[config.mk]
export PLATFORM = sky130hd
export DESIGN_NAME = load_select
export DESIGN_NICKNAME = d
export VERILOG_FILES = /design/src/rtl/dcache_pkg.sv /design/src/rtl/load_select.sv
export SDC_FILE = /design/constraint.sdc
export NUM_CORES = 1
export LEC_CHECK = 0
export ABC_AREA = 1
export ABC_CLOCK_PERIOD_IN_PS = 1280
export BUFFER_PORTS_ARGS = -buffer_cell sky130_fd_sc_hd__buf_2
export CAP_MARGIN = 25
export CORE_AREA = 4 4 224 226
export DETAILED_ROUTE_END_ITERATION = 10
export DIE_AREA = 0 0 228 230
export GPL_ROUTABILITY_DRIVEN = 0
export PLACE_DENSITY = 0.33
export RECOVER_POWER = 50
export SETUP_SLACK_MARGIN = 0.1
export SLEW_MARGIN = 10
export SYNTH_ARGS = -nofsm -noshare
export SYNTH_HDL_FRONTEND = slang
export SYNTH_SLANG_ARGS = --single-unit
[constraint.sdc]
create_clock -name vclk -period 1.28
set_input_delay 0.192 -clock vclk [all_inputs]
set_output_delay 0.192 -clock vclk [all_outputs]
set_load 0.01 [all_outputs]
[src/rtl/dcache_pkg.sv]
// dcache package: L1 data cache geometry, MOESI state codes and snoop request types
`default_nettype none

package dcache_pkg;

	// address split is tag | index | byte offset
	localparam int addr_w     = 32;
	localparam int word_w     = 32;
	localparam int word_bytes = word_w / 8;
	localparam int line_off_w = 4;
	localparam int line_bytes = 1 << line_off_w;
	localparam int line_w     = line_bytes * 8;

	localparam int index_w  = 3;
	localparam int nentries = 1 << index_w;
	localparam int tag_w    = addr_w - index_w - line_off_w;

	// four ways, victim pointer wraps on its own
	localparam int nways = 4;
	localparam int way_w = $clog2(nways);

	// MOESI coding
	//   bit 2 set only for M (dirty, exclusive)
	//   bit 0 set for S and O, the lines that another cache may also hold
	localparam int moesi_w = 3;

	localparam logic [moesi_w-1:0] c_i = 3'd0;
	localparam logic [moesi_w-1:0] c_s = 3'd1;
	localparam logic [moesi_w-1:0] c_e = 3'd2;
	localparam logic [moesi_w-1:0] c_o = 3'd3;
	localparam logic [moesi_w-1:0] c_m = 3'd4;

	// snoop request types from the coherent interconnect
	localparam logic [1:0] snoop_read_unshared  = 2'd0;	// peek only, state kept
	localparam logic [1:0] snoop_read_shared    = 2'd1;	// requester wants a shared copy
	localparam logic [1:0] snoop_read_exclusive = 2'd2;	// requester takes ownership
	localparam logic [1:0] snoop_read_invalid   = 2'd3;	// drop the line, no data

endpackage

`default_nettype wire

[src/rtl/load_select.sv]
// load_select: one-hot way select of the read line and word pick for the load port
`timescale 1ns/1ps
`default_nettype none

module load_select (
	input  logic [dcache_pkg::addr_w-1:0]                    load_addr,
	input  logic [dcache_pkg::nways-1:0]                     load_match_vec,
	input  logic [dcache_pkg::nways-1:0]                     load_need_vec,
	input  logic [dcache_pkg::nways-1:0][dcache_pkg::line_w-1:0] load_line_vec,
	output logic                                             load_hit,
	output logic                                             load_need_o,
	output logic [dcache_pkg::word_w-1:0]                    load_data
);
	import dcache_pkg::*;

	logic [line_w-1:0]                        line_sel;
	logic [line_off_w-$clog2(word_bytes)-1:0] word_idx;

	assign load_hit    = |load_match_vec;
	assign load_need_o = |(load_match_vec & load_need_vec);
	assign word_idx    = load_addr[line_off_w-1:$clog2(word_bytes)];

	always_comb begin
		line_sel = '0;
		for (int w = 0; w < nways; w++) begin
			if (load_match_vec[w])
				line_sel |= load_line_vec[w];
		end
	end

	assign load_data = line_sel[word_idx*word_w +: word_w];	// zero on a miss

endmodule

`default_nettype wire

---- Word-level counts from Yosys, hierarchy flattened ----
Index checks and enable logic that the tools add are counted.
storage, ports and cells
  register bits after elaboration ......... 0
  bits of input ports ..................... 552
  output and inout bits ................... 34
  word-level logic and storage cells ...... 11
cells by class
  shifts and indexed selects .............. 1
  mux-type cells .......................... 4
  bitwise operators ....................... 4
  reduce and logical (&&, ||, !) cells .... 2
operators by type and width
  kind               number
  $mux 128           4
  $or 128x128->128   3
  $shiftx 128x8->32  1
  $reduce_or 4->1    2
  $and 4x4->4        1

---- Logic depth before layout (Yosys ltp) ----
  depth after elaboration ................. 8
  mapped depth ............................ 8
  gate-level depth less buffers ........... 6

---- Worst setup path before layout ----
OpenSTA, ideal clock, no wires.
  kind .................................... input-to-output
  start ................................... input load_addr[3] (netlist name)
  end ..................................... output load_data[22] (netlist name)
  data arrival time ....................... 0.917 ns
  required time ........................... 1.088 ns
  setup slack ............................. 0.171 ns
  cell stages on the path ................. 5
  buffers on the path ..................... 2
  cell sequence ........................... clkbuf_1 -> inv_1 -> buf_1 -> nand3_1 -> nand2_1
on the way
  cells in the longest elaborated chain, start to end .. 1
RTL lines
  item               RTL line           text
  from (decl)        load_select.sv:6   input logic [dcache_pkg::addr_w-1:0] load_addr,
  $shiftx 128x8->32  load_select.sv:31  assign load_data = line_sel[word_idx*word_w +: word_w];
  to (decl)          load_select.sv:12  output logic [dcache_pkg::word_w-1:0] load_data
No other way between the ends.

---- Worst setup path after layout ----
  start ................................... input load_match_vec[2] (netlist name)
  end ..................................... output load_data[30] (netlist name)
on the way
  cells in the longest elaborated chain, start to end .. 4
RTL lines
  item                 RTL line           text
  from (decl)          load_select.sv:7   input logic [dcache_pkg::nways-1:0] load_match_vec,
  $mux 128 *           load_select.sv:26  if (load_match_vec[w])
  $or 128x128->128     load_select.sv:27  line_sel |= load_line_vec[w];
  $mux 128 *           load_select.sv:26
  $shiftx 128x8->32 *  load_select.sv:31
Mark *: on every way between the ends. The rest lies on a longest branch, timed or not.

==> results.toml <==
[critical_path]
cp.required_ps = 1090
cp-end-kind = "output pin"
worst-path-stages = 11
worstSetupEndpoint = "load_data[30]"
critical_path.top_delay_family = "buffers and inverters"
cpMostUsedCell = "buf_12"
critPathMaxStageDelay_ps = 150
path_cells = "buf_12, buf_12, buf_12, buf_16, nand2_1, nand2_1, inv_1, nand3_1, nand3_2, nand2_2, buf_6"
arrival_ps = 1350
crit_start = "load_match_vec[2]"
path_buf_inv = 6
crit_path_start_kind = "primary input"
worstSetupPathType = "in -> out"
cpMaxStageDelayCell = "buf_12"
path_max_fanout = 7

[global_routing]
antenna_found_initial = 10
grt_max_degree = 28
track_usage = 0.173
grt_remaining_overflow = 0
grt_pass1_vias = 9951
grt_pass1_wl_mm = 67.3

[place]
pre_cts_ws_ps = -458
portBuffers = 556
post_dp_cell_area_mm2 = 0.00888
dp_hpwl_mm = 38.6

[yosys]
synth_warnings = 0
syn-num-nets = 1695
syn_area_per_cell_um2 = 4.10
syn-instance-count = 1143
ys_types = 11
syn-cell-area_mm2 = 0.00469
ys_seq_area_frac = 0

[power]
finalPower_w = 0.00421
ir_drop_uv = 123
powerDensity_mw_per_mm2 = 370
p_leak_nw = 6.68

[die]
initial_utilization = 0.0971
fp.dieH_um = 230
dieArea_mm2 = 0.0524
rows = 81
coreArea_mm2 = 0.0483
die_x_um = 228
io_pins = 586

[status]
status = "finished, violations left"
failed_checks = "negative setup slack"

[route]
drc = 0
routed-via-count = 9566
viasPerCell = 4.00
first_pass_iters = 5
ant_nets = 0
finalWirelength_mm = 49.5
wl_per_cell_um = 20.7
first_iter_violations = 433

[finish]
drive_above_1_share = 0.548
seq_area_um2 = 0
nClkBuffers = 0
fillers = 5671
nFlopsAndLatches = 0
fin_area_mm2 = 0.0114
synthToLayoutAreaGrowth_pct = 142
fin_nets = 2323

[timing]
worst_slew_pin_slew_ps = 334
fin_crit_sh = 1.21
fmax_mhz = 648
setup_violations = 32
slew_headroom = 0.777
maxSlewViolCount = 0
rsz0062_at_grt = "true"
fin_ws_ps = -264
fin_crit_ps = 1540
hold_viol_final = 0

[worst_hold_path]
hold_start = "load_need_vec[2]"
hold_path.class = "in -> out"

[flow_run]
cap_violations = 0
## logic make-up after synthesis
family | count (synthesis) | share of synthesized area
buf+inv | 206 | 0.182
compound gates | 127 | 0.135
simple gates | 810 | 0.683
## cell usage after synthesis
cell type    n  share of area
nand2_1    615           0.49
inv_1      129           0.10
nand3_1    128           0.14
a21oi_1    127           0.14
nor2_1      66          0.053
buf_2       61          0.065
clkbuf_1     9         0.0072
buf_1        5         0.0040
buf_4        1         0.0016
inv_2        1        0.00080
nand4_1      1         0.0013
## worst min-delay path by stage
stage,end,slack (ps),cells after the start
6_report,load_need_o,690,4
4_1_cts,load_need_o,700,4
3_5_place_dp,load_need_o,690,4
3_3_place_gp,load_need_o,690,4
5_1_grt,load_need_o,710,4
2_1_floorplan,load_need_o,520,2
## report_power, final
group	internal, W	switching [W]	leakage [nW]
Combinational	0.00201	0.00219	6.68
Clock	0.000000000209	0	0.0000127
Sequential	0	0	0
## worst min-delay path: cells and delay by family
kind                   cells  cell delay (ps)
buffers and inverters      2              210
and+or+nand+nor            2               90
## cell type report
type | count | area (um2) | area share
diodes | 2 | 5.00 | 0.000440
multi-input cells | 937 | 5020 | 0.441
repair buffers | 702 | 5080 | 0.446
inverters | 130 | 495 | 0.0436
well taps | 622 | 778 | 0.0684
## through the flow
step / std cells / util / setup TNS [ps] / hold WS [ps]
global route: 2391 / 0.235 / -7760 / 709
detailed placement: 2344 / 0.184 / -11920 / 695
global placement: 2344 / 0.184 / -12050 / 693
finish: 2393 / 0.235 / -6270 / 690
CTS: 2379 / 0.214 / -7090 / 695
floorplan: 1143 / - / 0 / 521
## routing by layer
metal  up-vias  wire [um]  global-route usage
li1       4763          -                   -
met1      4288      20900               0.215
met2       439      23800               0.305
met3        62       3350              0.0370
met4        14       1350              0.0419
met5         -         86                   0
## layout by cell type (no fill, tap or decap), drive strengths merged
cell    instances
nand3         128
inv           130
bufbuf          2
nand2         615
clkbuf          6
nand4           1
buf           694
a21oi         127
diode           2
nor2           66
## timing repair
item	in CTS	in global routing
gates cloned	17	6
buffers inserted	19	7
setup endpoints to repair	34	34
pin swaps	56	97
gates resized for setup	213	225
hold buffers	0	0
endpoints found under the hold margin	0	0
(Power assumes the default switching activity.)
