$ cat src/rtl/dcache_pkg.sv
// dcache package: L1 data cache geometry, MOESI state codes and snoop request types
`default_nettype none

package dcache_pkg;

	// address split is tag | index | byte offset
	localparam int addr_w     = 32;
	localparam int word_w     = 32;
	localparam int word_bytes = word_w / 8;
	localparam int line_off_w = 4;
	localparam int line_bytes = 1 << line_off_w;
	localparam int line_w     = line_bytes * 8;

	localparam int index_w  = 3;
	localparam int nentries = 1 << index_w;
	localparam int tag_w    = addr_w - index_w - line_off_w;

	// four ways, victim pointer wraps on its own
	localparam int nways = 4;
	localparam int way_w = $clog2(nways);

	// MOESI coding
	//   bit 2 set only for M (dirty, exclusive)
	//   bit 0 set for S and O, the lines that another cache may also hold
	localparam int moesi_w = 3;

	localparam logic [moesi_w-1:0] c_i = 3'd0;
	localparam logic [moesi_w-1:0] c_s = 3'd1;
	localparam logic [moesi_w-1:0] c_e = 3'd2;
	localparam logic [moesi_w-1:0] c_o = 3'd3;
	localparam logic [moesi_w-1:0] c_m = 3'd4;

	// snoop request types from the coherent interconnect
	localparam logic [1:0] snoop_read_unshared  = 2'd0;	// peek only, state kept
	localparam logic [1:0] snoop_read_shared    = 2'd1;	// requester wants a shared copy
	localparam logic [1:0] snoop_read_exclusive = 2'd2;	// requester takes ownership
	localparam logic [1:0] snoop_read_invalid   = 2'd3;	// drop the line, no data

endpackage

`default_nettype wire

$ cat src/rtl/dcache_way.sv
// dcache_way: tag, MOESI state and data arrays of one cache way with their four lookups
`timescale 1ns/1ps
`default_nettype none

module dcache_way (
	input  logic                              clk,
	input  logic                              reset,
	input  logic [dcache_pkg::addr_w-1:0]     load_addr,
	input  logic                              store_en,
	input  logic [dcache_pkg::addr_w-1:0]     store_addr,
	input  logic [dcache_pkg::word_w-1:0]     store_data,
	input  logic [dcache_pkg::word_bytes-1:0] store_mask,
	input  logic [dcache_pkg::addr_w-1:0]     fill_addr,
	input  logic [dcache_pkg::line_w-1:0]     fill_data,
	input  logic                              fill_write,
	input  logic [dcache_pkg::moesi_w-1:0]    fill_state,
	input  logic [dcache_pkg::addr_w-1:0]     snoop_addr,
	input  logic                              snoop_write,
	input  logic [dcache_pkg::moesi_w-1:0]    snoop_state,
	output logic                              load_match,
	output logic                              load_need_o,
	output logic [dcache_pkg::line_w-1:0]     load_line,
	output logic                              store_hit_ok,
	output logic                              store_hit_inval,
	output logic                              store_writing,
	output logic                              fill_match,
	output logic [dcache_pkg::moesi_w-1:0]    fill_state_now,
	output logic [dcache_pkg::tag_w-1:0]      fill_tag_now,
	output logic [dcache_pkg::line_w-1:0]     fill_line_now,
	output logic                              snoop_match,
	output logic [dcache_pkg::moesi_w-1:0]    snoop_state_now,
	output logic [dcache_pkg::line_w-1:0]     snoop_line
);
	import dcache_pkg::*;

	logic [tag_w-1:0]   tag_q   [nentries];
	logic [moesi_w-1:0] state_q [nentries];
	logic [line_w-1:0]  data_q  [nentries];

	logic [index_w-1:0]    load_idx, store_idx, fill_idx, snoop_idx;
	logic [moesi_w-1:0]    load_state, store_state;
	logic                  store_tag_eq, store_wr;
	logic [line_bytes-1:0] store_bmask;
	logic [line_w-1:0]     store_rep, store_merged;

	assign load_idx  = load_addr[line_off_w +: index_w];
	assign store_idx = store_addr[line_off_w +: index_w];
	assign fill_idx  = fill_addr[line_off_w +: index_w];
	assign snoop_idx = snoop_addr[line_off_w +: index_w];

	assign load_state  = state_q[load_idx];
	assign load_match  = load_state != c_i && tag_q[load_idx] == load_addr[addr_w-1 -: tag_w];
	assign load_need_o = load_state[0];	// S or O, needs ownership first
	assign load_line   = data_q[load_idx];

	assign store_state     = state_q[store_idx];
	assign store_tag_eq    = tag_q[store_idx] == store_addr[addr_w-1 -: tag_w];
	assign store_hit_ok    = (store_state == c_e || store_state == c_m) && store_tag_eq;
	assign store_hit_inval = store_state[0] && store_tag_eq;
	assign store_writing   = store_en && store_hit_ok;
	assign store_wr        = store_writing && !fill_write;	// fill wins the way

	assign fill_state_now = state_q[fill_idx];
	assign fill_tag_now   = tag_q[fill_idx];
	assign fill_line_now  = data_q[fill_idx];
	assign fill_match     = fill_state_now != c_i && fill_tag_now == fill_addr[addr_w-1 -: tag_w];

	assign snoop_state_now = state_q[snoop_idx];
	assign snoop_line      = data_q[snoop_idx];
	assign snoop_match     = snoop_state_now != c_i &&
		tag_q[snoop_idx] == snoop_addr[addr_w-1 -: tag_w];

	// byte enables placed at the word position within the line
	assign store_bmask = line_bytes'(store_mask) <<
		(store_addr[line_off_w-1:$clog2(word_bytes)] * word_bytes);
	assign store_rep = {(line_w / word_w){store_data}};

	always_comb begin
		store_merged = data_q[store_idx];
		for (int b = 0; b < line_bytes; b++) begin
			if (store_bmask[b])
				store_merged[b*8 +: 8] = store_rep[b*8 +: 8];
		end
	end

	always_ff @(posedge clk) begin
		if (fill_write) begin
			tag_q[fill_idx]  <= fill_addr[addr_w-1 -: tag_w];
			data_q[fill_idx] <= fill_data;
		end else if (store_wr) begin
			data_q[store_idx] <= store_merged;
		end
	end

	// later writes win when indices collide: fill, then snoop, then store
	always_ff @(posedge clk) begin
		if (reset) begin
			for (int i = 0; i < nentries; i++)
				state_q[i] <= c_i;
		end else begin
			if (store_wr && store_state == c_e)
				state_q[store_idx] <= c_m;	// first store dirties the line
			if (snoop_write)
				state_q[snoop_idx] <= snoop_state;
			if (fill_write)
				state_q[fill_idx] <= fill_state;
		end
	end

	// allocation never picks the way being stored to, only a refresh can collide
	a_fill_store: assert property (@(posedge clk) disable iff (reset)
		fill_write && store_writing |-> fill_match);

endmodule

`default_nettype wire

$ cat config.mk
export PLATFORM = sky130hd
export DESIGN_NAME = dcache_way
export DESIGN_NICKNAME = d
export VERILOG_FILES = /design/src/rtl/dcache_pkg.sv /design/src/rtl/dcache_way.sv
export SDC_FILE = /design/constraint.sdc
export NUM_CORES = 2
export LEC_CHECK = 0
export BUFFER_PORTS_ARGS = -buffer_cell sky130_fd_sc_hd__buf_2
export CAP_MARGIN = 10
export CORE_UTILIZATION = 60
export DETAILED_ROUTE_END_ITERATION = 12
export PLACE_DENSITY = 0.91
export SETUP_SLACK_MARGIN = 0.2
export SYNTH_ARGS = -nofsm -noshare
export SYNTH_HDL_FRONTEND = slang
export SYNTH_SLANG_ARGS = --single-unit
$ cat constraint.sdc
create_clock -name clk -period 10.3 [get_ports clk]
set_input_delay 0.515 -clock clk [delete_from_list [all_inputs] [get_ports clk]]
set_output_delay 0.515 -clock clk [all_outputs]
set_load 0.05 [all_outputs]
# Word level (Yosys, flattened, before mapping)
# Memories as Yosys holds them, arrays and structs flattened.
# Cells that the tools add are included.
classes:
  n_eq_ne: 23
  shifts: 1
  muxes: 43
  bitwise: 3
  reduce_logical: 33
ops:
  columns: ["op", "n"]
  rows:
  - ["2-to-1 mux 128 bit", 1]
  - ["2-to-1 mux 8 bit", 16]
  - ["OR reduction 128 bit", 1]
  - ["equality test 25 bit", 4]
  - ["AND reduction 2 bit", 16]
  - ["2-to-1 mux 3 bit", 7]
  - ["2-to-1 mux 1 bit", 18]
  - ["2-to-1 mux 16 bit", 1]
  - ["inequality test 1 bit, second input constant", 16]
  - ["left shift 4 x 4 -> 16 bit", 1]
  - ["nonzero test 3 bit", 3]
  - ["OR reduction 3 bit", 3]
  - ["logical AND 1 bit", 8]
  - ["equality test 3 x 2 -> 1 bit, second input constant", 1]
  - ["equality test 3 bit", 1]
  - ["equality test 3 bit, second input constant", 1]
  - ["bitwise AND 1 bit", 2]
  - ["logical NOT 1 bit", 1]
  - ["logical OR 1 bit", 1]
  - ["NOT 1 bit", 1]
totals:
  register_bits: 0
  ram_bits: 1248
  elab_cells: 106
  mem_count: 3
mem_list:
  columns: ["memory", "depth", "width", "read_ports", "rd_clocked_by_memory_dff", "write_ports", "line", "source"]
  rows:
  - ["data_q", 8, 128, 3, 0, 1, "dcache_way.sv:38", "logic [line_w-1:0] data_q [nentries];"]
  - ["tag_q", 8, 25, 4, 0, 1, "dcache_way.sv:36", "logic [tag_w-1:0] tag_q [nentries];"]
  - ["state_q", 8, 3, 4, 0, 8, "dcache_way.sv:37", "logic [moesi_w-1:0] state_q [nentries];"]

# Longest topological paths before layout
# An unclocked memory read counts as a cell.
logic_depth:
  word_depth: 13
  depth_mapped: 13
  mapped_depth_nobuf: 8

# Worst setup path before layout
# Ideal clock, no wire load.
synth_path:
  path_kind: "input port to output port"
  from: "input fill_addr[4] (netlist name)"
  to: "output fill_match"
  arrival_ns: 4.938
  t_required_ns: 9.785
  slack_ns: 4.847
  cell_stages: 10
  path_buffers: 3
  path_cell_list: "clkbuf_1 buf_1 clkbuf_1 nand2_1 mux2_2 o21ai_0 xor2_1 nor2_1 nand4_1 nor4_1"
synth_via:
  elab_chain_cells: 3
  elab_cells_between_ends: 5
  cone_classes: "1 x eq/ne; 2 x reduce/logical; 2 x memory"
synth_lines:
  columns: ["element", "line", "source"]
  rows:
  - ["start, declared", "dcache_way.sv:13", "input logic [dcache_pkg::addr_w-1:0] fill_addr,"]
  - ["memory (8 x 25 bit)", null, null]
  - ["net fill_tag_now, one bit", "dcache_way.sv:28", "output logic [dcache_pkg::tag_w-1:0] fill_tag_now,"]
  - ["equality test 25 bit", "dcache_way.sv:66", "assign fill_match = fill_state_now != c_i && fill_tag_now == fill_addr[addr_w-1 -: tag_w];"]
  - ["logical AND 1 bit", "dcache_way.sv:66", null]
  - ["end, declared", "dcache_way.sv:26", "output logic fill_match,"]
# The timed path passes the listed nets, and every way through them passes these cells.

# Worst setup path after layout
layout_path:
  from: "input store_addr[5] (netlist name)"
  to: "memory data_q[7][126] (netlist name), enable pin"
layout_via:
  elab_chain_cells: 12
  elab_cells_between_ends: 31
  cone_classes: "3 x eq/ne; 5 x mux; 21 x reduce/logical; 2 x memory"
layout_lines:
  columns: ["element", "line", "source"]
  rows:
  - ["start, declared", "dcache_way.sv:10", "input logic [dcache_pkg::addr_w-1:0] store_addr,"]
  - ["branches (longest 12 deep; another with memory (8 x 25 bit))", null, null]
  - ["end, declared", "dcache_way.sv:38", null]
# Several ways; the timed one is not identified.

==> key figures <==
STA
  – Slew headroom: 0.02656
  – Final Cycle Share: 0.5756
  – Sum of negative setup slack: 0 ps
  – Worst-margin pin slew: 1460 ps
  – Worst clock skew: between 40 and 50 ps
  – Hold slack: 63.95 ps
  – Final setup viols: 0
  – RSZ-0062 raised after global routing: no
  – Slew Viols, Final: 0
  – Final Hold Viols: 0
  – Min cycle time layout: 5928 ps
  – Fmax: roughly 170 MHz

Routing
  – Vias post-DR: 53140
  – # DRC: 0
  – Drt wl/cell: a little under 40 um
  – Total wire length: 259100 um
  – Via density: 7.923
  – DR pass1 iterations: 9
  – First DRT Iteration DRCs: 10950
  – ANT nets after route: 0

Flow run
  – Maxcap violations: 0

Clock tree
  – Clk Latency, worst-skew pair: a little under 800 ps
  – Total CTS buffers: around 130
  – Cts repair resizes: 0
  – Setup Fix Bufs, Post-CTS: 0
  – H-tree lvl count: 4
  – Worst-path clk slew: around 60 ps
  – Bufs on Longest Clock Path: 3
  – Hold buffer count at cts: 0
  – CTS tree: built
  – Num Clock Sinks: 1248
  – CTS root buffer: clkbuf_16

Global route
  – First-pass GRT wire length: roughly 360000 um
  – Global route overflow: 0
  – GRT Total Usage: 0.4172
  – Number of global-route vias before repair: between 50000 and 60000
  – Largest net degree at the start of global routing: 180
  – Initial antenna violation count: between 70 and 80

Floorplanning
  – Num ports: between 700 and 800
  – Width of the chip: roughly 350 um
  – Die Height: 350.0 um
  – Starting density of the core: 0.6055
  – Die area: ~120000 um^2
  – Row cnt: 127
  – Core area: around 120000 um^2

Worst setup path
  – Cell depth of the worst setup path: 11
  – CP endpoint kind: flop
  – Critical Path Fanout Max: 44
  – Crit path capture: data_q[7][126]
  – Crit path top cell by count: buf_4
  – Top delay family on crit path: simple AND/OR/NAND/NOR gates
  – Worst r2r src: tag_q[6][21]
  – Reg2reg end: data_q[7][126]
  – Critical Path RT: between 10000 and 15000 ps
  – Critical path's slowest cell: nor2_1
  – Crit-path cells: buf_2 > buf_4 > mux4_2 > mux2i_1 > xor2_1 > nor4b_1 > nand4_1 > or4_4 > buf_4 > mux2_4 > nor2_1
  – Startpoint Class: primary input
  – Worst path max stage delay: around 860 ps
  – Critical path type: primary input to flop
  – Arrival time worst endpoint: about 6300 ps
  – R2R depth: 9
  – Worst R2R Setup Slack: ~4900 ps
  – CP Launch Point: store_addr[5]
  – WP buf/inv: 3

Synth
  – Ys Warns: 0
  – Synth Net Count: approximately 4700
  – Avg Synthesized Cell Area: 16.45 um^2
  – FFs w/ async S/R, synth: 0
  – Sequential share of the synthesized area: 0.5159
  – Top_reg_cell synth: edfxtp_1
  – EDFF count, synth: 1248
  – Syn Inst Count: roughly 4400
  – Cell variety after synth: between 50 and 60
  – Mapped Area: ~73000 um^2
  – Yosys reg bits: about 1200

Layout
  – Filler instances: around 7300
  – FF/Latch Area: about 37000 um^2
  – Fin nets: 5221
  – Footprint of the multi-input gates: approximately 34000 um^2
  – Share of layout cells above drive strength 1: 0.4660
  – Area Overhead vs Synth: 12.40%

Worst hold path
  – HP Class: primary input to flop

Power and ir drop
  – Leakage: 28.20 nW
  – Max VDD drop: ~0.15 mV
  – PwrDens: ~160 nW/um^2

Status
  – Outcome: complete, no violations

Placement
  – HPWL after DPL: about 160000 um
  – PortBufs: 710
  – Routability Congestion: a little under 1
## cells in the mapped netlist, types with 7 or more instances
cell type	count	area, um^2
nor3_1	22	110.1
mux2_2	584	6576
nand2_1	25	93.84
xnor2_1	44	385.4
o21ai_0	164	820.8
nand3_1	10	50.05
o22a_1	152	1331
buf_6	17	191.4
mux4_2	656	14770
nor2_1	163	611.8
nand3b_1	7	52.55
nor2b_1	12	75.07
edfxtp_1	1248	37480
and2_1	8	50.05
buf_1	99	371.6
mux2i_1	262	2623
buf_2	28	140.1
clkbuf_1	256	960.9
a31oi_1	20	125.1
nor4_1	14	87.58
nand2b_1	11	68.82
a22oi_1	320	2402
mux2_4	122	1832
nand4_1	20	125.1
xor2_1	50	437.9
a22o_1	16	140.1
or4_1	7	52.55
## where the power goes
part | total [mW] | switching, mW | internal [mW]
combinational | 2.69 | 1.79 | 0.895
sequential | 5.91 | 0.135 | 5.78
clock | 4.73 | 2.07 | 2.66
total | 13.3 | 3.99 | 9.34
## metal layers
| layer | routed length [um] | GRT usage |
|---|---|---|
| met5 | 366 | 0.01138 |
| met2 | 114800 | 0.6156 |
| met3 | 46150 | 0.1870 |
| met1 | 74830 | 0.4832 |
| met4 | 22970 | 0.2998 |
## cell type report
cell class	instances	share of cell area
diodes	74	0.002268
clock buffers	164	0.04244
clock inverters	72	0.009423
inverters	5	0.0002298
multi-input cells	2758	0.4106
flip-flops and latches	1248	0.4589
well taps	1612	0.02470
repair buffers	774	0.05141
## flip-flops by register name (all words and copies together) (netlist names)
| register | flops |
|---|---|
| data_q | 1024 |
| state_q | 24 |
| tag_q | 200 |
## through the flow
stage / setup slack, ps / power, mW / utilization / instances / cell area [um^2]
6_report: 4372 / 13.33 / 0.6806 / 6707 / 81660
5_1_grt: 4338 / 13.51 / 0.6800 / 6678 / 81580
4_1_cts: 4507 / 13.19 / 0.6791 / 6632 / 81470
3_5_place_dp: 3758 / 8.569 / 0.6438 / 6396 / 77230
3_3_place_gp: 3780 / 8.507 / 0.6438 / 6396 / 77230
2_1_floorplan: 4847 / 7.771 / - / 4416 / 72650
## logic make-up after synthesis
logic type,Yosys count,synth area share
and+or+nand+nor,317,0.02094
buffers and inverters,410,0.02368
muxes,1631,0.3572
xor gates and xnor gates,94,0.01133
DFF,1248,0.5159
AOI/OAI and AO/OA,716,0.07097
## worst min-delay path by stage
| stage | start | to | slack [ps] | depth (start not counted) |
|---|---|---|---|---|
| floorplan | fill_addr[7] | tag_q[0][0] | 610 | 0 |
| global placement | fill_addr[29] | tag_q[5][22] | 800 | 1 |
| detailed placement | fill_addr[29] | tag_q[0][22] | 820 | 1 |
| CTS | fill_addr[31] | tag_q[7][24] | 30 | 1 |
| global route | fill_addr[28] | tag_q[3][21] | 80 | 1 |
| finish | fill_addr[31] | tag_q[7][24] | 60 | 1 |
## cell usage in the layout (no fill, tap or decap), drive strengths merged, types with 5 or more instances in the layout
cell / netlist / routed
a21bo: 6 / 6
a21oi: 5 / 5
a22o: 16 / 16
a22oi: 320 / 320
a31oi: 20 / 20
and2: 8 / 8
buf: 149 / 773
bufinv: 0 / 10
clkbuf: 256 / 165
clkinv: 0 / 55
diode: 0 / 74
edfxtp: 1248 / 1248
inv: 5 / 8
mux2: 707 / 707
mux2i: 268 / 268
mux4: 656 / 656
nand2: 25 / 25
nand2b: 11 / 11
nand3: 10 / 10
nand3b: 7 / 7
nand4: 20 / 20
nor2: 163 / 163
nor2b: 12 / 12
nor3: 22 / 22
nor3b: 5 / 5
nor4: 15 / 15
o21ai: 168 / 168
o22a: 152 / 152
o22ai: 5 / 5
or4: 7 / 7
xnor2: 44 / 44
xor2: 50 / 50
(Power assumes the default switching activity.)
