### src/rtl/dcache_pkg.sv
// dcache package: L1 data cache geometry, MOESI state codes and snoop request types
`default_nettype none

package dcache_pkg;

	// address split is tag | index | byte offset
	localparam int addr_w     = 32;
	localparam int word_w     = 32;
	localparam int word_bytes = word_w / 8;
	localparam int line_off_w = 4;
	localparam int line_bytes = 1 << line_off_w;
	localparam int line_w     = line_bytes * 8;

	localparam int index_w  = 3;
	localparam int nentries = 1 << index_w;
	localparam int tag_w    = addr_w - index_w - line_off_w;

	// four ways, victim pointer wraps on its own
	localparam int nways = 4;
	localparam int way_w = $clog2(nways);

	// MOESI coding
	//   bit 2 set only for M (dirty, exclusive)
	//   bit 0 set for S and O, the lines that another cache may also hold
	localparam int moesi_w = 3;

	localparam logic [moesi_w-1:0] c_i = 3'd0;
	localparam logic [moesi_w-1:0] c_s = 3'd1;
	localparam logic [moesi_w-1:0] c_e = 3'd2;
	localparam logic [moesi_w-1:0] c_o = 3'd3;
	localparam logic [moesi_w-1:0] c_m = 3'd4;

	// snoop request types from the coherent interconnect
	localparam logic [1:0] snoop_read_unshared  = 2'd0;	// peek only, state kept
	localparam logic [1:0] snoop_read_shared    = 2'd1;	// requester wants a shared copy
	localparam logic [1:0] snoop_read_exclusive = 2'd2;	// requester takes ownership
	localparam logic [1:0] snoop_read_invalid   = 2'd3;	// drop the line, no data

endpackage

`default_nettype wire

### src/rtl/snoop_resp.sv
// snoop_resp: snoop hit combine across ways, next MOESI state and registered response
`timescale 1ns/1ps
`default_nettype none

module snoop_resp (
	input  logic                                              clk,
	input  logic                                              reset,
	input  logic                                              snoop_req,
	input  logic [1:0]                                        snoop_type,
	input  logic [dcache_pkg::nways-1:0]                      snoop_match_vec,
	input  logic [dcache_pkg::nways-1:0][dcache_pkg::moesi_w-1:0] snoop_state_vec,
	input  logic [dcache_pkg::nways-1:0][dcache_pkg::line_w-1:0]  snoop_line_vec,
	output logic [dcache_pkg::nways-1:0]                      snoop_write_vec,
	output logic [dcache_pkg::moesi_w-1:0]                    snoop_state,
	output logic [2:0]                                        snoop_resp,
	output logic [dcache_pkg::line_w-1:0]                     snoop_data
);
	import dcache_pkg::*;

	logic [moesi_w-1:0] state_sel;
	logic [line_w-1:0]  line_sel;
	logic               hit, dirty, owned, excl, want_excl;

	always_comb begin
		state_sel = '0;
		line_sel  = '0;
		for (int w = 0; w < nways; w++) begin
			if (snoop_match_vec[w]) begin
				state_sel |= snoop_state_vec[w];
				line_sel  |= snoop_line_vec[w];
			end
		end
	end

	assign hit       = snoop_req && |snoop_match_vec;
	assign dirty     = state_sel[2];
	assign owned     = state_sel == c_o;
	assign excl      = state_sel == c_e || dirty;
	assign want_excl = snoop_type == snoop_read_exclusive;

	always_comb begin
		case (snoop_type)
			snoop_read_shared: snoop_state = (dirty || owned) ? c_o : c_s;
			snoop_read_exclusive,
			snoop_read_invalid: snoop_state = c_i;
			default:            snoop_state = state_sel;	// unshared, no write
		endcase
	end

	assign snoop_write_vec = (snoop_req && snoop_type != snoop_read_unshared) ?
		snoop_match_vec : '0;

	always_ff @(posedge clk) begin
		if (reset)
			snoop_resp <= 3'b000;
		else if (snoop_req)
			snoop_resp <= hit ? {dirty && want_excl, excl && want_excl,
				snoop_type != snoop_read_invalid} : 3'b000;
	end

	always_ff @(posedge clk) begin
		if (snoop_req)
			snoop_data <= (hit && snoop_type != snoop_read_invalid) ? line_sel : '0;
	end

	// a line lives in at most one way
	a_snoop_onehot: assert property (@(posedge clk) disable iff (reset)
		snoop_req |-> $onehot0(snoop_match_vec));

endmodule

`default_nettype wire

### config.mk
export PLATFORM = sky130hd
export DESIGN_NAME = snoop_resp
export DESIGN_NICKNAME = d
export VERILOG_FILES = /design/src/rtl/dcache_pkg.sv /design/src/rtl/snoop_resp.sv
export SDC_FILE = /design/constraint.sdc
export NUM_CORES = 1
export LEC_CHECK = 0
export BUFFER_PORTS_ARGS = -buffer_cell sky130_fd_sc_hd__buf_4
export CORE_AREA = 5 5 260 262
export DETAILED_ROUTE_END_ITERATION = 8
export DIE_AREA = 0 0 265 267
export PLACE_DENSITY = 0.34
export SETUP_SLACK_MARGIN = 0.15
export SYNTH_ARGS = -nofsm -noshare
export SYNTH_HDL_FRONTEND = slang
export SYNTH_SLANG_ARGS = --single-unit
### constraint.sdc
create_clock -name clk -period 1.4 [get_ports clk]
set_input_delay 0.28 -clock clk [delete_from_list [all_inputs] [get_ports clk]]
set_output_delay 0.28 -clock clk [all_outputs]
set_load 0.05 [all_outputs]
# [Yosys cells after proc, flatten, opt, wreduce, memory -nomap -nowiden]
# Cells that the tools add are included.
[op_classes] n_eq_ne=6 n_mux=12 reduce_logical=10 bitwise=6
[op_table] cell="two-way mux 128 bit" count=4
[op_table] cell="bitwise OR 128 bit" count=3
[op_table] cell="two-way mux 3 bit" count=5
[op_table] cell="bitwise OR 3 bit" count=3
[op_table] cell="== test 3 x 2 -> 1 bit, second input constant" count=2
[op_table] cell="case mux 3 bit (2 select lines)" count=1
[op_table] cell="logical AND 1 bit" count=5
[op_table] cell="== test 2 bit, second input constant" count=2
[op_table] cell="two-way mux 4 bit" count=1
[op_table] cell="OR reduction 4 bit" count=1
[op_table] cell="== test 2 x 1 -> 1 bit, second input constant" count=1
[op_table] cell="logical OR 1 bit" count=2
[op_table] cell="two-way mux 2 bit" count=1
[op_table] cell="!= test 2 bit, second input constant" count=1
[op_table] cell="nonzero test 2 bit" count=1
[op_table] cell="OR reduction 2 bit" count=1
[totals] in_bits=533 register_bits=131 out_inout_bits=138

# [Logic depth before layout (Yosys ltp)]
# Gate-level depths: netlist of the first run.
[depth] ltp_word=11 ltp_mapped=6

# [Least setup slack after synthesis of the first run]
# Ideal clock, no wire load.
[synth_timing] path_kind="in2out" start="input snoop_match_vec[0] (netlist bit)" end="output snoop_state[1] (netlist bit)" required_time_ps=1120 arrival_ps=1836 cell_stages=4 n_path_buf=1 setup_slack_ps=-716 cell_sequence="buf_2 > a22o_1 > a221oi_1 > o31ai_1"
[synth_between] elab_chain_len=11
[synth_lines] element="start: declaration" line_no="snoop_resp.sv:10" rtl="input logic [dcache_pkg::nways-1:0] snoop_match_vec,"
[synth_lines] element="two-way mux 3 bit *" line_no="snoop_resp.sv:28" rtl="if (snoop_match_vec[w]) begin"
[synth_lines] element="bitwise OR 3 bit" line_no="snoop_resp.sv:29" rtl="state_sel |= snoop_state_vec[w];"
[synth_lines] element="two-way mux 3 bit *" line_no="snoop_resp.sv:28"
[synth_lines] element="bitwise OR 3 bit" line_no="snoop_resp.sv:29"
[synth_lines] element="two-way mux 3 bit *" line_no="snoop_resp.sv:28"
[synth_lines] element="bitwise OR 3 bit" line_no="snoop_resp.sv:29"
[synth_lines] element="two-way mux 3 bit *" line_no="snoop_resp.sv:28"
[synth_lines] element="== test 3 x 2 -> 1 bit" line_no="snoop_resp.sv:37" rtl="assign owned = state_sel == c_o;"
[synth_lines] element="logical OR 1 bit" line_no="snoop_resp.sv:43" rtl="snoop_read_shared: snoop_state = (dirty || owned) ? c_o : c_s;"
[synth_lines] element="two-way mux 2 bit" line_no="snoop_resp.sv:43"
[synth_lines] element="case mux 3 bit (2 select lines) *" line_no="snoop_resp.sv:42" rtl="case (snoop_type)"
[synth_lines] element="end: declaration" line_no="snoop_resp.sv:14" rtl="output logic [dcache_pkg::moesi_w-1:0] snoop_state,"
# Mark *: on every way between the ends. The rest lies on a longest branch, timed or not.

# [Worst setup path in the final report of the first run]
# Same ends and word-level chain as after synthesis.

==> reports/qor.yml, run 1 <==
synth:
  syn-instance-count: 620
  synth-seq-cells: 131
  synth-seq-area-share_pct: 54.9
  yosysWarningCount: 0
  post_synth_instance_area_sq_mm: 0.00711
  avgSynthCellArea_sq_um: 11.5
  yosys.area.top_type: "sky130_fd_sc_hd__edfxtp_1"
  ys_types: 26
  synth_top_area_share_pct: 54.0
  ys_top_cells_by_area: "sky130_fd_sc_hd__edfxtp_1 (54%), sky130_fd_sc_hd__a22oi_1 (27%), sky130_fd_sc_hd__a21oi_1 (8.6%), sky130_fd_sc_hd__clkbuf_1 (2.0%), sky130_fd_sc_hd__buf_6 (1.7%)"
  net_count_synth: 1153
run:
  max-cap-violations: 0
floorplanning:
  fp.dieH_um: 267
  initial_utilization_pct: 10.9
  die_area_sq_mm: 0.0708
  ioPinCount: 671
  core-area_sq_mm: 0.0652
  die-width_um: 265
  rows: 94
critical_path:
  critical_path_arrival_ps: 1340
  worstPathRequired_ps: 1120
  worstReg2RegEnd: "snoop_resp[1]"
  timing.reg2reg.worst_path_depth: 2
  path_delay_family: "compound AO/OA/AOI/OAI gates"
  r2r_slack_ps: 630
  cpMostUsedCell: "sky130_fd_sc_hd__buf_6"
  endpoint_kind: "output port"
  worstSetupStartpointType: "primary input"
  cpPeakStageDelay_ps: 330
  critPathBufInv: 3
  cell_breakdown_of_the_critical_path: "buf_8 -> buf_6 -> a22o_1 -> a221oi_4 -> o31ai_4 -> buf_6"
  top_fanout_value_on_the_critical_path: 4
  critical_path.slowest_cell: "sky130_fd_sc_hd__a221oi_4"
  crit-reg2reg-launch: "snoop_resp[1]"
  worst-setup-path-type: "primary input to output port"
drt:
  route.detailed.drc: 0
  drt_iter0_drc: 326
  first_pass_iters: 6
  wl_mm: 49.8
  detail_route.wl_per_cell_um: 22.4
  viasPerCell: 3.97
  ant_nets: 0
  via_count: 8844
cts:
  cts-buffers-inserted: 17
  clk_path_buf_depth: 2
  clk_pin_slew_ps: 70
  cts_sinks: 131
  clock_latency_ps: 460
  tritoncts: "done"
  cts.htree.levels: 4
  root_buffer: "sky130_fd_sc_hd__clkbuf_16"
global_route:
  global_route_congestion_overflow_total: 0
  grt_pass1_vias: 9560
  grt_max_degree: 74
  grt_antenna_before_repair: 0
  grtUsageTotal_pct: 12.5
  grt_pass1_wl_mm: 65.0
sta:
  measured_slew_at_the_worst_slew_check_pin_ps: 824
  max_freq_ghz: 0.617
  timing.final.ws_setup_ps: -222
  finClkSkew_ps: 0
  setup_viol: 6
  finalCritPeriodShare_pct: 116
  rsz_0062_raised_after_global_routing: "true"
  hold_viol: 0
  slew_headroom_pct: 45.1
  period_needed_ps: 1620
  finalMaxSlewViolations: 0
power_and_ir_drop:
  leakagePower_uw: 0.00678
  pwr_density_cell_mw_per_mm2: 922
  internal-power_uw: 9950
  total_power_uw: 15100
  power.share.combinational_pct: 37.4
  clockPowerShare_pct: 30.1
  power.switching_fraction_pct: 34.1
  power_switching_uw: 5150
  vdd.ir_drop.worst_mv: 0.754
  share_seq_of_total_power_pct: 32.6
placement:
  finalWeightedCongestion: 0.879
  dp_hpwl_mm: 37.4
  placed_cells_incl_taps: 2168
  area_after_detailed_placement_sq_mm: 0.0142
  buffer_ports.inserted: 670
  post-place-ws_ps: -411
cells_and_area:
  finalCoreUtilization_pct: 25.1
  n_fill_cell: 7057
  syn2layout_area_growth_pct: 130
  layout.area.seq_sq_mm: 0.00391
  mostFrequentLayoutCells: "sky130_fd_sc_hd__buf_4 (574), sky130_fd_sc_hd__a22oi_1 (234), sky130_fd_sc_hd__buf_6 (151)"
  ratio_of_cells_with_drive_above_1_in_the_final_layout_pct: 72.2
  layout.nets: 1885
  num_antenna_cells: 0
  summed_area_of_non_filler_cells_in_the_final_layout_sq_mm: 0.0164
  multi_input_comb_area_sq_mm: 0.00364
  final-instance-count-excl-fill: 2229
  final_common_cell: "sky130_fd_sc_hd__buf_4"
hold_path:
  timing.hold.worst_endpoint: "snoop_data[125]"
  worstHoldPathType: "primary input to flop"
  worstHoldStart: "snoop_line_vec[509]"
  whs_path_depth: 3
outcome:
  outcome: "complete, but fails checks"
  failed_checks: "negative setup slack"
[sequential cells by signal, summed over array words and instances, names as in the netlist]
| signal | cells |
|---|---|
| snoop_resp | 3 |
| snoop_data | 128 |
[metal layers]
| metal | up-vias | part of all wire [%] | track usage, % |
|---|---|---|---|
| met5 | - | 0 | 0 |
| met4 | 0 | 2.4 | 4.20 |
| met3 | 52 | 8.1 | 4.90 |
| met2 | 404 | 52 | 22.5 |
| met1 | 4304 | 38 | 13.4 |
| li1 | 4084 | - | - |
[synthesized netlist by cell type (all sizes together)]
library cell and n:
a21o 1, a21oi 132, a221o 1, a221oi 2, a22o 2, a22oi 258, a311oi 1, and2 4
buf 36, clkbuf 38, dfxtp 3, edfxtp 128, inv 2, nand2 5, nand2b 1, nor2 2
nor3 1, nor3b 1, o31ai 1, o41ai 1
[tightest hold or removal path, cell delays in order]
cell	delay, ps
sky130_fd_sc_hd__buf_4	80
sky130_fd_sc_hd__a22oi_1	60
sky130_fd_sc_hd__a21oi_2	110
[stage by stage]
step	TNS, ps	hold WS [ps]
6_report	-524	162
4_1_cts	-849	113
2_1_floorplan	-12900	349
5_1_grt	-1090	121
3_5_place_dp	-38510	452
3_3_place_gp	-39510	447
[area by class of cell]
type	count	area share [%]
sequential	131	23.9
clock inverter	13	0.833
multi-input combinational	413	22.2
timing repair buffer	787	43.8
tap	864	6.60
clock buffer	19	2.64
inverter	2	0.0458
[power groups by stage]
stage / clock (uW) / combinational (uW) / sequential [uW]
6_report: 4540 / 5640 / 4920
5_1_grt: 4920 / 5930 / 4950
4_1_cts: 4750 / 5340 / 4930
2_1_floorplan: 0 / 1200 / 6170
3_5_place_dp: 0 / 4970 / 4940
3_3_place_gp: 0 / 5000 / 4930
[kinds of logic after synthesis]
logic type	synth area share (%)
buf+inv	5.61
compound gates	38.5
simple gates	0.985
flops	54.9
[how the worst max path moves through the flow]
stage	startpoint	slack (ps)	end	cells after the start
CTS	snoop_match_vec[0]	-240	snoop_state[1]	6
global route	snoop_state_vec[0]	-270	snoop_state[1]	6
detailed placement	snoop_match_vec[0]	-410	snoop_data[105]	6
floorplan	snoop_match_vec[0]	-140	snoop_state[1]	5
global placement	snoop_match_vec[0]	-390	snoop_data[105]	6
finish	snoop_match_vec[0]	-220	snoop_state[1]	6
[repair_timing]
item,CTS,global route
gates cloned,2,11
pin swaps,11,7
hold buffers,1,0
gates resized for setup,189,104
buffers inserted,9,6
endpoints found under the setup margin,139,265
hold endpoints to repair,3,0
Power figures use the tool's default switching activity.
==> inputs of run 2 (changes only) <==
--- a/config.mk
+++ b/config.mk
@@ -11,6 +11,7 @@
 export DIE_AREA = 0 0 265 267
 export PLACE_DENSITY = 0.34
 export SETUP_SLACK_MARGIN = 0.15
+export SKIP_CTS_REPAIR_TIMING = 1
 export SYNTH_ARGS = -nofsm -noshare
 export SYNTH_HDL_FRONTEND = slang
 export SYNTH_SLANG_ARGS = --single-unit
==> run 2 against run 1 <==
Maximum frequency shrank 0.99%. First-iteration DRC count is 7.7% higher. Highest routed layer unchanged. Clock power hardly changed. Power fell by 1.9%. The flow still finishes with violations (negative setup slack). Combinational power down 5.1%. Flip-flop and latch count stayed put. Final area decreased by 3.7%. Sequential power about the same. Worst hold slack better by 2.4 ps. Global-route usage is 0.39 points lower. Clock skew unchanged. Largest power group unchanged.
==> reports/qor.yml, run 2 (same netlist as run 1, synthesis figures left out) <==
outcome:
  outcome: "complete, but fails checks"
  failed_checks: "negative setup slack"
critical_path:
  worstPathRequired_ps: 1120  # about the same
  worstSetupStartpointType: "primary input"
  crit-reg2reg-launch: "snoop_resp[1]"
  worst_setup_path_startpoint: "snoop_match_vec[0]"
  worst-setup-path-type: "primary input to output port"
  timing.reg2reg.worst_path_depth: 2  # unchanged
  endpoint_kind: "output port"
  top_fanout_value_on_the_critical_path: 4  # unchanged
  critical_path_arrival_ps: 1360  # +20 ps
cells_and_area:
  layout.nets: 1869  # -0.85%
  multi_input_comb_area_sq_mm: 0.00336  # -7.7%
  ratio_of_cells_with_drive_above_1_in_the_final_layout_pct: 70.0  # -2.3 points
  num_antenna_cells: 0  # unchanged
  n_fill_cell: 7102  # +0.64%
  top_regs: "snoop_data x128, snoop_resp x3"
  summed_area_of_non_filler_cells_in_the_final_layout_sq_mm: 0.0158  # -3.7%
  syn2layout_area_growth_pct: 122
  mostFrequentLayoutCells: "sky130_fd_sc_hd__buf_4 (573), sky130_fd_sc_hd__a22oi_1 (258), sky130_fd_sc_hd__buf_6 (150)"
  final_common_cell: "sky130_fd_sc_hd__buf_4"
  layout.area.seq_sq_mm: 0.00391  # unchanged
  largest_reg_flops: 128  # unchanged
  most_flops_register: "snoop_data"
cts:
  root_buffer: "sky130_fd_sc_hd__clkbuf_16"
  cts.htree.levels: 4  # unchanged
  cts_sinks: 131  # unchanged
  cts-buffers-inserted: 17  # unchanged
  clk_pin_slew_ps: 70  # about the same
  clock_latency_ps: 460  # about the same
  tritoncts: "done"
  clk_path_buf_depth: 2  # unchanged
power_and_ir_drop:
  vdd.ir_drop.worst_mv: 0.748  # -0.86%
  pwr_density_cell_mw_per_mm2: 939  # +1.8%
  leakagePower_uw: 0.00658  # -2.9%
drt:
  ant_nets: 0  # unchanged
  detail_route.wl_per_cell_um: 21.6  # -3.3%
  viasPerCell: 3.92  # -1.3%
  first_pass_iters: 4  # -2
  wl_mm: 47.8  # -4.0%
  route.detailed.drc: 0  # unchanged
  via_count: 8670  # -2.0%
  drt_iter0_drc: 351  # +7.7%
sta:
  measured_slew_at_the_worst_slew_check_pin_ps: 597  # -227 ps
  hold_viol: 0  # unchanged
  rsz_0062_raised_after_global_routing: "true"
  finClkSkew_ps: 0  # unchanged
  fin_hold_ws_ps: 165  # +2.38 ps
  setup_viol: 4  # -2
  timing.final.ws_setup_ps: -238  # -16.3 ps
  slew_headroom_pct: 60.2  # +15 points
  period_needed_ps: 1640  # +16.3 ps
  finalMaxSlewViolations: 0  # unchanged
  max_freq_ghz: 0.610  # -0.99%
  finalCritPeriodShare_pct: 117  # +1.2 points
placement:
  dp_hpwl_mm: 37.4  # unchanged
  area_after_detailed_placement_sq_mm: 0.0142  # unchanged
  buffer_ports.inserted: 670  # unchanged
  finalWeightedCongestion: 0.879  # unchanged
floorplanning:
  rows: 94  # unchanged
  ioPinCount: 671  # unchanged
  die-width_um: 265  # unchanged
  die_area_sq_mm: 0.0708  # unchanged
  fp.dieH_um: 267  # unchanged
  core-area_sq_mm: 0.0652  # unchanged
  initial_utilization_pct: 10.9  # unchanged
hold_path:
  whs_path_depth: 3  # unchanged
  worstHoldPathType: "primary input to flop"
  worstHoldStart: "snoop_line_vec[502]"
global_route:
  grt_antenna_before_repair: 0  # unchanged
  grt_pass1_wl_mm: 63.2  # -2.7%
  grt_max_degree: 74  # unchanged
  grt_pass1_vias: 9333  # -2.4%
  grtUsageTotal_pct: 12.1  # -0.39 points
  global_route_congestion_overflow_total: 0  # unchanged
run:
  max-cap-violations: 0  # unchanged
## run 2: critical path: stages
cell,delay (ps)
sky130_fd_sc_hd__buf_8,100
sky130_fd_sc_hd__buf_6,110
sky130_fd_sc_hd__a22o_1,250
sky130_fd_sc_hd__a221oi_4,340
sky130_fd_sc_hd__o31ai_4,110
sky130_fd_sc_hd__buf_6,160
## run 2: cell type report
cell class	count	share of cell area (%)
timing repair buffer	771	43.4
clock inverter	13	0.864
multi-input combinational	413	21.3
clock buffer	19	2.74
tap	864	6.85
inverter	2	0.0476
sequential	131	24.8
## run 2: metal layers
layer | track usage, % | vias to the layer above | wire length [um]
met5 | 0 | - | 0
met4 | 4.31 | 0 | 1020
met3 | 4.67 | 44 | 4080
met2 | 21.6 | 407 | 25000
met1 | 13.1 | 4170 | 17700
li1 | - | 4049 | -
## run 2: through the flow
step | power, uW | instances | util (%) | setup slack, ps | TNS, ps
global placement | 9930 | 2168 | 21.7 | -389 | -39510
CTS | 14600 | 2200 | 22.6 | -369 | -1920
floorplan | 7370 | 620 | - | -144 | -12900
detailed placement | 9910 | 2168 | 21.7 | -411 | -38510
finish | 14800 | 2213 | 24.2 | -238 | -587
global route | 15500 | 2213 | 24.2 | -276 | -1190
## run 2: worst paths after layout
path	slack [ps]	endpoint
setup / recovery	-240	snoop_state[1]
hold reg to reg	480	snoop_resp[2]
setup reg to reg	640	snoop_resp[1]
hold / removal	160	snoop_data[118]
## run 2: power by group
group	leakage (uW)	total, uW	internal, uW	switching (uW)
registers	0.00126	4920	4740	184
logic	0.00506	5350	2460	2900
clock network	0.000259	4540	2610	1930
